===== src/sdram_pkg.sv =====
// shared types for the 16-bit x4-bank sdram controller; single access only, no bursts, no masks
`default_nettype none

package sdram_pkg;

	// --------------------
	// host side vectors
	// --------------------

	typedef logic [24:0] host_addr_t;	// byte address, bit 24 ignored by the mapping
	typedef logic [7:0]  host_data_t;	// one byte per request

	// --------------------
	// chip side vectors
	// --------------------

	typedef logic [12:0] sd_addr_t;	// multiplexed row / column / mode address
	typedef logic [1:0]  sd_ba_t;	// bank select
	typedef logic [15:0] sd_data_t;	// full chip data word, two byte lanes

	// chip commands as {cs, ras, cas, we}, all active low
	typedef enum logic [3:0] {
		CMD_INHIBIT         = 4'b1111,	// chip deselected
		CMD_NOP             = 4'b0111,
		CMD_ACTIVE          = 4'b0011,	// open a row
		CMD_READ            = 4'b0101,
		CMD_WRITE           = 4'b0100,
		CMD_BURST_TERMINATE = 4'b0110,
		CMD_PRECHARGE       = 4'b0010,	// a10 high closes all banks
		CMD_AUTO_REFRESH    = 4'b0001,
		CMD_LOAD_MODE       = 4'b0000	// mode word on the address bus
	} sd_cmd_e;

	// --------------------
	// slot timing
	// --------------------

	// position inside the eight cycle slot
	typedef enum logic [2:0] {
		PH_IDLE = 3'd0,	// slot decision, ACTIVE / refresh / init step
		PH_ROW  = 3'd1,	// first command is on the pins here
		PH_2    = 3'd2,
		PH_3    = 3'd3,
		PH_4    = 3'd4,
		PH_5    = 3'd5,
		PH_6    = 3'd6,
		PH_LAST = 3'd7	// slot end, request released
	} slot_phase_t;

	typedef logic [4:0] init_count_t;	// power-up slots still to go

	localparam init_count_t INIT_SLOTS        = 5'd31;	// countdown start after reset
	localparam init_count_t INIT_PRECHARGE_AT = 5'd13;	// precharge-all slot
	localparam init_count_t INIT_MODE_AT      = 5'd2;	// load mode slot

	// fixed fields of the mode word, cas latency is added by the generator
	localparam logic [2:0] MODE_BURST_LEN    = 3'b000;	// single access
	localparam logic       MODE_SEQUENTIAL   = 1'b0;	// sequential order
	localparam logic [1:0] MODE_STD_OP       = 2'b00;	// standard operation
	localparam logic       MODE_SINGLE_WRITE = 1'b1;	// writes never burst

endpackage

`default_nettype wire

===== src/sdram_ctrl.sv =====
// sdram controller top; data bus split into out/in/oe, the pad tri-state sits outside
`timescale 1ns/1ps
`default_nettype none

module sdram_ctrl
	import sdram_pkg::*;
#(
	parameter int CAS_LATENCY  = 2,	// 2 or 3
	parameter int RASCAS_DELAY = 3	// 2 to 4 cycles
) (
	input  wire logic       clk,
	input  wire logic       reset,
	// host request and response
	input  wire logic       req_valid,
	output logic            req_ready,
	input  wire logic       req_write,
	input  wire host_addr_t req_addr,
	input  wire host_data_t req_wdata,
	output logic            rsp_valid,
	output host_data_t      rsp_rdata,
	// chip pins
	output logic            sd_cs,
	output logic            sd_ras,
	output logic            sd_cas,
	output logic            sd_we,
	output sd_addr_t        sd_addr,
	output sd_ba_t          sd_ba,
	output logic [1:0]      sd_dqm,
	output sd_data_t        sd_dq_out,
	output logic            sd_dq_oe,
	input  wire sd_data_t   sd_dq_in
);

	slot_phase_t phase;
	init_count_t init_count;
	logic        init_done;
	logic        pend;		// request held for a slot
	logic        pend_write;
	host_addr_t  pend_addr;
	host_data_t  pend_wdata;

	sdram_slot_timer u_slot_timer (
		.clk, .reset, .phase, .init_count, .init_done
	);

	sdram_host_port #(
		.CAS_LATENCY  (CAS_LATENCY),
		.RASCAS_DELAY (RASCAS_DELAY)
	) u_host_port (
		.clk, .reset, .phase, .init_done,
		.req_valid, .req_ready, .req_write, .req_addr, .req_wdata,
		.rsp_valid, .rsp_rdata,
		.pend, .pend_write, .pend_addr, .pend_wdata,
		.sd_dq_in
	);

	sdram_cmd_gen #(
		.CAS_LATENCY  (CAS_LATENCY),
		.RASCAS_DELAY (RASCAS_DELAY)
	) u_cmd_gen (
		.clk, .reset, .phase, .init_count, .init_done,
		.pend, .pend_write, .pend_addr, .pend_wdata,
		.sd_cs, .sd_ras, .sd_cas, .sd_we,
		.sd_addr, .sd_ba, .sd_dqm, .sd_dq_out, .sd_dq_oe
	);

endmodule

`default_nettype wire


===== src/sdram_cmd_gen.sv =====
// single access with auto-precharge per slot, refresh in idle slots; masks always clear
`timescale 1ns/1ps
`default_nettype none

module sdram_cmd_gen
	import sdram_pkg::*;
#(
	parameter int CAS_LATENCY  = 2,	// written into the mode word
	parameter int RASCAS_DELAY = 3	// phase of the READ/WRITE decision
) (
	input  wire logic        clk,
	input  wire logic        reset,
	input  wire slot_phase_t phase,
	input  wire init_count_t init_count,
	input  wire logic        init_done,
	// held request
	input  wire logic        pend,
	input  wire logic        pend_write,
	input  wire host_addr_t  pend_addr,
	input  wire host_data_t  pend_wdata,
	// chip pins
	output logic             sd_cs,
	output logic             sd_ras,
	output logic             sd_cas,
	output logic             sd_we,
	output sd_addr_t         sd_addr,
	output sd_ba_t           sd_ba,
	output logic [1:0]       sd_dqm,
	output sd_data_t         sd_dq_out,
	output logic             sd_dq_oe
);

	localparam slot_phase_t CMD_PHASE     = slot_phase_t'(RASCAS_DELAY);
	localparam sd_addr_t    PRECHARGE_ALL = 13'h0400;	// a10 set, all banks

	// mode word as {reserved, write mode, op mode, cas latency, order, burst}
	localparam sd_addr_t MODE_WORD = {3'b000, MODE_SINGLE_WRITE, MODE_STD_OP,
		3'(CAS_LATENCY), MODE_SEQUENTIAL, MODE_BURST_LEN};

	sd_cmd_e  cmd_q;		// command on the pins
	sd_cmd_e  cmd_next;
	sd_addr_t addr_next;
	sd_ba_t   ba_next;
	logic     oe_next;
	logic     access_slot;	// ACTIVE was issued in this slot
	sd_addr_t row_addr;
	sd_addr_t col_addr;

	// --------------------
	// address mapping
	// --------------------

	assign row_addr = pend_addr[20:8];
	// a10 high asks for auto-precharge after the access
	assign col_addr = {2'b00, 1'b1, 1'b0, pend_addr[23], pend_addr[7:0]};

	// --------------------
	// command decode
	// --------------------

	always_comb begin
		cmd_next  = CMD_INHIBIT;	// deselect unless something below fires
		addr_next = row_addr;
		ba_next   = pend_addr[22:21];
		oe_next   = 1'b0;
		if (!init_done) begin
			ba_next = '0;	// mode register is bank 0
			if (phase == PH_IDLE) begin
				if (init_count == INIT_PRECHARGE_AT) begin
					cmd_next  = CMD_PRECHARGE;
					addr_next = PRECHARGE_ALL;
				end else if (init_count == INIT_MODE_AT) begin
					cmd_next  = CMD_LOAD_MODE;
					addr_next = MODE_WORD;
				end
			end
		end else if (phase == PH_IDLE) begin
			// one decision per slot, access or refresh
			cmd_next = pend ? CMD_ACTIVE : CMD_AUTO_REFRESH;
		end else if (phase == CMD_PHASE && access_slot) begin
			addr_next = col_addr;
			if (pend_write) begin
				cmd_next = CMD_WRITE;
				oe_next  = 1'b1;	// drive data with the command
			end else begin
				cmd_next = CMD_READ;
			end
		end
	end

	// only a slot that opened a row may read or write
	always_ff @(posedge clk) begin
		if (reset) begin
			access_slot <= 1'b0;
		end else if (phase == PH_IDLE) begin
			access_slot <= init_done && pend;
		end
	end

	// --------------------
	// pin registers
	// --------------------

	always_ff @(posedge clk) begin
		if (reset) begin
			cmd_q    <= CMD_INHIBIT;
			sd_dq_oe <= 1'b0;
		end else begin
			cmd_q    <= cmd_next;
			sd_dq_oe <= oe_next;
		end
	end

	// address and data follow the command, one cycle after decode
	always_ff @(posedge clk) begin
		sd_addr   <= addr_next;
		sd_ba     <= ba_next;
		sd_dq_out <= {pend_wdata, pend_wdata};	// byte on both lanes
	end

	assign sd_cs  = cmd_q[3];
	assign sd_ras = cmd_q[2];
	assign sd_cas = cmd_q[1];
	assign sd_we  = cmd_q[0];

	assign sd_dqm = 2'b00;	// no lane masking

endmodule

`default_nettype wire


===== src/sdram_host_port.sv =====
// one request held per slot, reads answered after a fixed latency with no back-pressure
`timescale 1ns/1ps
`default_nettype none

module sdram_host_port
	import sdram_pkg::*;
#(
	parameter int CAS_LATENCY  = 2,	// must match the mode word
	parameter int RASCAS_DELAY = 3	// ACTIVE to READ/WRITE in cycles
) (
	input  wire logic        clk,
	input  wire logic        reset,
	input  wire slot_phase_t phase,
	input  wire logic        init_done,
	// request channel
	input  wire logic        req_valid,
	output logic             req_ready,
	input  wire logic        req_write,
	input  wire host_addr_t  req_addr,
	input  wire host_data_t  req_wdata,
	// read response
	output logic             rsp_valid,
	output host_data_t       rsp_rdata,
	// held request towards the command generator
	output logic             pend,
	output logic             pend_write,
	output host_addr_t       pend_addr,
	output host_data_t       pend_wdata,
	// chip read data
	input  wire sd_data_t    sd_dq_in
);

	// pipe length so the last stage lines up with the sample cycle
	localparam int RD_LAT = RASCAS_DELAY + CAS_LATENCY + 1;

	logic              accept;		// handshake completes this cycle
	logic              serving;		// held request owns the current slot
	logic              rd_start;	// read begins in this slot
	logic [RD_LAT-1:0] rd_pipe;	// one bit per read in flight

	// --------------------
	// request capture
	// --------------------

	// never ready in phase 0, the generator decides on pend there
	assign req_ready = init_done && !pend && (phase != PH_IDLE);
	assign accept    = req_valid && req_ready;

	always_ff @(posedge clk) begin
		if (reset) begin
			pend    <= 1'b0;
			serving <= 1'b0;
		end else begin
			if (accept) begin
				pend <= 1'b1;
			end else if (phase == PH_LAST && serving) begin
				pend <= 1'b0;	// served slot ends, free for next request
			end
			// a request taken mid-slot waits for the next phase 0
			if (phase == PH_IDLE) begin
				serving <= pend;
			end else if (phase == PH_LAST) begin
				serving <= 1'b0;
			end
		end
	end

	// request payload, only written on a handshake
	always_ff @(posedge clk) begin
		if (accept) begin
			pend_write <= req_write;
			pend_addr  <= req_addr;
			pend_wdata <= req_wdata;
		end
	end

	// --------------------
	// read return
	// --------------------

	// starts on the ACTIVE decision, same phase the generator uses
	assign rd_start = (phase == PH_IDLE) && pend && !pend_write;

	// a shift pipe lets the previous read finish while
	// the next slot already serves another request
	always_ff @(posedge clk) begin
		if (reset) begin
			rd_pipe   <= '0;
			rsp_valid <= 1'b0;
		end else begin
			rd_pipe   <= {rd_pipe[RD_LAT-2:0], rd_start};
			rsp_valid <= rd_pipe[RD_LAT-1];	// single cycle strobe
		end
	end

	// low lane only, high lane carries the same byte on writes
	always_ff @(posedge clk) begin
		if (rd_pipe[RD_LAT-1]) begin
			rsp_rdata <= sd_dq_in[7:0];
		end
	end

endmodule

`default_nettype wire


===== src/sdram_slot_timer.sv =====
// free-running slot phase from reset, no reference clock sync; power-up lasts 31 full slots
`timescale 1ns/1ps
`default_nettype none

module sdram_slot_timer
	import sdram_pkg::*;
(
	input  wire logic    clk,
	input  wire logic    reset,
	output slot_phase_t  phase,		// cycle inside the current slot
	output init_count_t  init_count,	// power-up slots left
	output logic         init_done	// power-up finished, requests allowed
);

	// --------------------
	// slot phase
	// --------------------

	// the slot never stalls, one full turn every eight clocks
	always_ff @(posedge clk) begin
		if (reset) begin
			phase <= PH_IDLE;
		end else if (phase == PH_LAST) begin
			phase <= PH_IDLE;	// wrap into next slot
		end else begin
			phase <= slot_phase_t'(phase + 3'd1);
		end
	end

	// --------------------
	// power-up countdown
	// --------------------

	// counts whole slots, so the precharge and mode steps
	// always land on phase 0 of their slot
	always_ff @(posedge clk) begin
		if (reset) begin
			init_count <= INIT_SLOTS;
		end else if (phase == PH_LAST && init_count != '0) begin
			init_count <= init_count - 5'd1;	// one slot done
		end
	end

	// zero count ends power-up and stays there until the next reset
	assign init_done = (init_count == '0);

endmodule

`default_nettype wire


===== config.mk =====
export PLATFORM = sky130hd
export DESIGN_NAME = sdram_ctrl
export DESIGN_NICKNAME = d
export VERILOG_FILES = /design/src/sdram_pkg.sv /design/src/sdram_ctrl.sv /design/src/sdram_cmd_gen.sv /design/src/sdram_host_port.sv /design/src/sdram_slot_timer.sv
export SDC_FILE = /design/constraint.sdc
export NUM_CORES = 1
export LEC_CHECK = 0
export BUFFER_PORTS_ARGS = -buffer_cell sky130_fd_sc_hd__clkbuf_2
export CAP_MARGIN = 25
export CORE_MARGIN = 8
export CORE_UTILIZATION = 55
export CTS_BUF_LIST = sky130_fd_sc_hd__clkbuf_4
export DETAILED_ROUTE_END_ITERATION = 16
export GPL_TIMING_DRIVEN = 0
export HOLD_SLACK_MARGIN = 0.03
export PLACE_DENSITY = 0.95
export SYNTH_ARGS = -nofsm -noshare
export SYNTH_HDL_FRONTEND = slang
export SYNTH_HIERARCHICAL = 1
export SYNTH_SLANG_ARGS = --single-unit
export TNS_END_PERCENT = 10

===== constraint.sdc =====
create_clock -name clk -period 3.8 [get_ports clk]
set_input_delay 0.19 -clock clk [delete_from_list [all_inputs] [get_ports clk]]
set_output_delay 0.19 -clock clk [all_outputs]
set_load 0.01 [all_outputs]

* Yosys cells after proc, flatten, opt, wreduce, memory -nomap -nowiden
Index checks and enable logic that the tools add are counted.
** Word-level totals
- Register bits :: 95
- Bits in latches :: 0
- RAM bits :: 0
- ROM bits :: 0
- Bits of input ports :: 53
- Word-level logic and storage cells :: 62
- Memories :: 0
** Cells by class
- $add $sub $neg :: 2
- $mul :: 0
- Div/mod/pow operators :: 0
- $lt $le $gt $ge :: 0
- Equal/unequal tests :: 4
- Shifts and indexed selects :: 0
- Muxes and demuxes :: 19
- Bitwise operators :: 2
- Reductions and logical operators :: 19
** Operators with widths (count)
- 2-to-1 mux 13 bit :: 6
- 2-to-1 mux 4 bit :: 6
- logical AND 1 bit :: 9
- 2-to-1 mux 1 bit :: 6
- == test 5 x 2 -> 1 bit (second input constant) :: 1
- == test 5 x 4 -> 1 bit (second input constant) :: 1
- logical NOT 5 bit :: 1
- nonzero test 5 bit :: 1
- subtractor 5 x 1 -> 5 bit (second input constant) :: 1
- nonzero test 2 bit :: 2
- OR reduction 4 bit :: 1
- adder 3 x 1 -> 3 bit (second input constant) :: 1
- == test 3 x 2 -> 1 bit (second input constant) :: 1
- == test 3 bit (second input constant) :: 1
- logical NOT 3 bit :: 1
- nonzero test 3 bit :: 1
- logical NOT 1 bit :: 2
- 2-to-1 mux 2 bit :: 1
- NOT 1 bit :: 2
- OR reduction 2 bit :: 1

* Depth between registers and ports, before layout
- Word-level depth :: 5
- Mapped depth :: 8
- Mapped depth without buffers :: 6

* Modules after synthesis
Netlist, hierarchy kept.
** By module, submodules not included
- sdram_host_port :: instances 1, cells each 71, area each 1574.0 µm², sequential area each 1441.4 µm²
- sdram_cmd_gen :: instances 1, cells each 114, area each 1126.1 µm², sequential area each 580.6 µm²
- sdram_slot_timer :: instances 1, cells each 36, area each 375.4 µm², sequential area each 160.2 µm²

* Least setup slack after synthesis
OpenSTA, ideal clock, no wires.
- Kind :: register -> register
- Start :: register u_slot_timer.init_count[0]
- End :: register u_host_port.pend_addr[0], enable pin
- Setup time :: 0.394 ns
- Arrival time :: 1.932 ns
- Required time :: 3.406 ns
- Slack :: 1.474 ns
- Cell stages (with the launch flop) :: 6
- Path buffers :: 0
- Cell sequence :: dfxtp_1 -> inv_1 -> ha_1 -> nor4b_4 -> nor2b_1 -> and3_1
** On the way
- Cells in the longest elaborated chain, start to end :: 4
** Ends and longest elaborated chain
- start: declaration :: RTL line sdram_slot_timer.sv:11 : output init_count_t init_count,
- start signal: assignment :: RTL line sdram_slot_timer.sv:40 : init_count <= init_count - 5'd1;
- logical NOT 5 bit :: RTL line sdram_slot_timer.sv:45 : assign init_done = (init_count == '0);
- net init_done :: RTL line sdram_ctrl.sv:36 : logic init_done;
- logical AND 1 bit (2 in series) :: RTL line sdram_host_port.sv:46 : assign req_ready = init_done && !pend && (phase != PH_IDLE);
- logical AND 1 bit :: RTL line sdram_host_port.sv:47 : assign accept = req_valid && req_ready;
- net u_host_port.accept :: RTL line sdram_host_port.sv:36 : logic accept;
- end signal: assignment :: RTL line sdram_host_port.sv:72 : pend_addr <= req_addr;
- end: declaration :: RTL line sdram_host_port.sv:27 : output host_addr_t pend_addr,
The timed path passes the listed nets, and every way through them passes these cells.
A chain may end at the register's enable or synchronous reset.

* Final worst setup path
- Start :: register u_slot_timer.init_count[0]
- End :: register u_host_port.pend_addr[4], enable pin
Same word-level chain as after synthesis.

==> flow_summary.ini <==
[outcome]
status = finished, final reports clean

[worst_hold_path]
hold_class = in2reg
min_path_cells = 3

[sta]
fmaxAchievable_mhz = 412
final_max_slew_viol_count = 0
setup_viol = 0
worstMarginPinSlew_ns = 0.703
layout_min_cycle_time_ns = 2.42
clock-skew-final_ns = 0.00889
period_share = 0.638
rsz0062_at_grt = false
hold_viol_final = 0
slew_headroom = 0.531
timing.setup.tns_ns = 0
layout_setup_ws_ns = 1.38
whs_ns = 0.0666

[die]
start_util = 0.560
dieArea_mm2 = 0.00817
pin_count = 101
die_x_um = 90.4
core_area_mm2 = 0.00544
die_h_um = 90.4
rows = 27

[critical_path]
crit_type = reg2reg
worst_ep_required_time_ns = 3.92
crit_path_end = u_host_port/pend_addr[4]
reg2regPathDepth = 6
endpoint_kind = flip-flop
critical_path_depth = 6
slowest_stage = and3_1
cp_max_fo = 22
path_cells = inv_1, ha_1, nor4b_4, nor2b_1, and3_1, buf_16
cp_slowest_stage_delay_ns = 0.65
arrival_ns = 2.55
r2r-start = u_slot_timer/init_count[0]
path_buf_inv = 2
path_delay_family = simple AND/OR/NAND/NOR gates
r2r_end = u_host_port/pend_addr[4]
cp-startpoint = u_slot_timer/init_count[0]
r2r_slack_ns = 1.38
cp-start-kind = flip-flop

[layout]
area_growth_pct = 36.5
seq_area_mm2 = 0.00215
n_antenna_cell = 0
final_nets = 420
n_fill_cell = 343
fin_area_mm2 = 0.00416
fin_util = 0.764
multiInputGateArea_um2 = 769
instances_no_fill = 440
drive_above_1_share = 0.332

[pwr]
p_leak_nw = 1.74
sw_frac_of_total = 0.210
pwr-share-comb = 0.052
p_int_mw = 1.24
ir_worst_vdd_v = 0.000241
power_mw = 1.58
p_clk_frac = 0.317
p_switching_mw = 0.331
p_per_area_mw_per_mm2 = 379
p_seq_frac = 0.631

[place]
hpwl_um = 4620
gp_congestion = 0.775
dpl_cell_area_mm2 = 0.00361
placed_cells_incl_taps = 383
dpl_worst_slack_ns = 1.42
port_buffers = 89

[clock_tree]
clock_sinks = 87
cts-resized-gates = 0
cts_hold_buf = 41
clock_path_buffers = 2
worst_skew_pair.late_latency_ns = 0.40
clkTransAtPathRegs_ns = 0.13
numCtsBuffers = 9
cts_setup_buffers = 0
root_buffer = clkbuf_4
cts_tree = yes
h-tree-depth = 3

[global_route]
grt_overflow = 0
track_usage = 0.178
grt_max_degree = 23
grt_first_pass_wirelength_um = 11700
grt_pass1_vias = 2335
antenna_found_initial = 0

[detailed_routing]
drt-total-wl_um = 7120
postRouteAntennaNets = 0
drtIter0Drc = 137
drc = 0
wl_per_cell_um = 16.2
vias = 2256
vias_per_cell = 5.13
drt_pass1_iterations = 4

[synth]
syn_area_per_cell_um2 = 13.8
ys_warn_count = 6
syn-cell-area_mm2 = 0.00305
syn_inst = 220

[flow_run]
maxCapViolations = 0
[flip-flops by register name, summed over array words and instances (netlist names), 3 cells and up]
| name | cells |
|---|---|
| u_cmd_gen/cmd_q | 4 |
| u_cmd_gen/sd_addr | 13 |
| u_cmd_gen/sd_dq_out | 8 |
| u_host_port/pend_addr | 24 |
| u_host_port/pend_wdata | 8 |
| u_host_port/rd_pipe | 6 |
| u_host_port/rsp_rdata | 8 |
| u_slot_timer/init_count | 5 |
| u_slot_timer/phase | 3 |
[cell usage in the layout, fill, tap and decap left out, types with 2 or more instances in the layout]
cell type / n
a211o_1: 2
a21o_1: 2
a21oi_1: 9
a2bb2oi_1: 2
a32oi_1: 2
and2_1: 3
buf_4: 11
clkbuf_1: 4
clkbuf_2: 89
clkbuf_4: 10
clkinv_2: 2
conb_1: 2
dfxtp_1: 46
dlygate4sd3_1: 41
edfxtp_1: 41
ha_1: 4
inv_1: 5
mux2i_1: 10
nand2_1: 13
nand3_1: 4
nand4b_1: 2
nor2_1: 8
nor2b_1: 9
nor3_1: 3
nor3b_1: 2
nor4_1: 3
o21ai_0: 7
o22ai_1: 8
o31ai_1: 2
or4b_1: 2
[routing by layer]
layer | share of wire | up-vias | wire [um] | track usage
met2 | 0.50 | 95 | 3580 | 0.307
met5 | 0 | - | 0 | 0
met1 | 0.42 | 1063 | 2960 | 0.200
li1 | - | 1086 | - | -
met4 | 0.015 | 0 | 108 | 0.0680
met3 | 0.067 | 12 | 478 | 0.0549
[power groups by stage]
stage          registers (mW)  logic, mW  clock network [mW]
2_1_floorplan            1.01     0.0195                   0
3_3_place_gp             1.01     0.0432                   0
3_5_place_dp             1.01     0.0468                   0
4_1_cts                 0.993     0.0810               0.508
5_1_grt                 0.995     0.0883               0.549
6_report                0.994     0.0820               0.500
[how the worst min path moves through the flow]
stage,startpoint,endpoint,slack [ns]
floorplan,reset,u_cmd_gen/access_slot,0.26
global placement,u_host_port/pend_wdata[7],u_cmd_gen/sd_dq_out[7],0.33
detailed placement,u_host_port/pend_wdata[5],u_cmd_gen/sd_dq_out[13],0.33
CTS,req_valid,u_host_port/pend,0.04
global route,req_valid,u_host_port/pend,0.06
finish,req_valid,u_host_port/pend,0.07
[worst register-to-register path: cells and delay by family, from the launching register on]
family	cells	cell delay [ns]
adder cells (fa/ha/maj)	1	0.18
buffers and inverters	2	0.36
flip-flops	1	0.37
AND/OR/NAND/NOR	3	1.22
[cell type report]
| cell class | instances | share of cell area |
|---|---|---|
| plain buffers | 16 | 0.0262 |
| clock buffers | 10 | 0.0181 |
| clock inverters | 6 | 0.0144 |
| inverters | 5 | 0.00451 |
| multi-input cells | 113 | 0.185 |
| flip-flops and latches | 87 | 0.518 |
| well taps | 72 | 0.0217 |
| repair buffers | 131 | 0.212 |
Note: power is estimated with default switching activity, not from simulation.
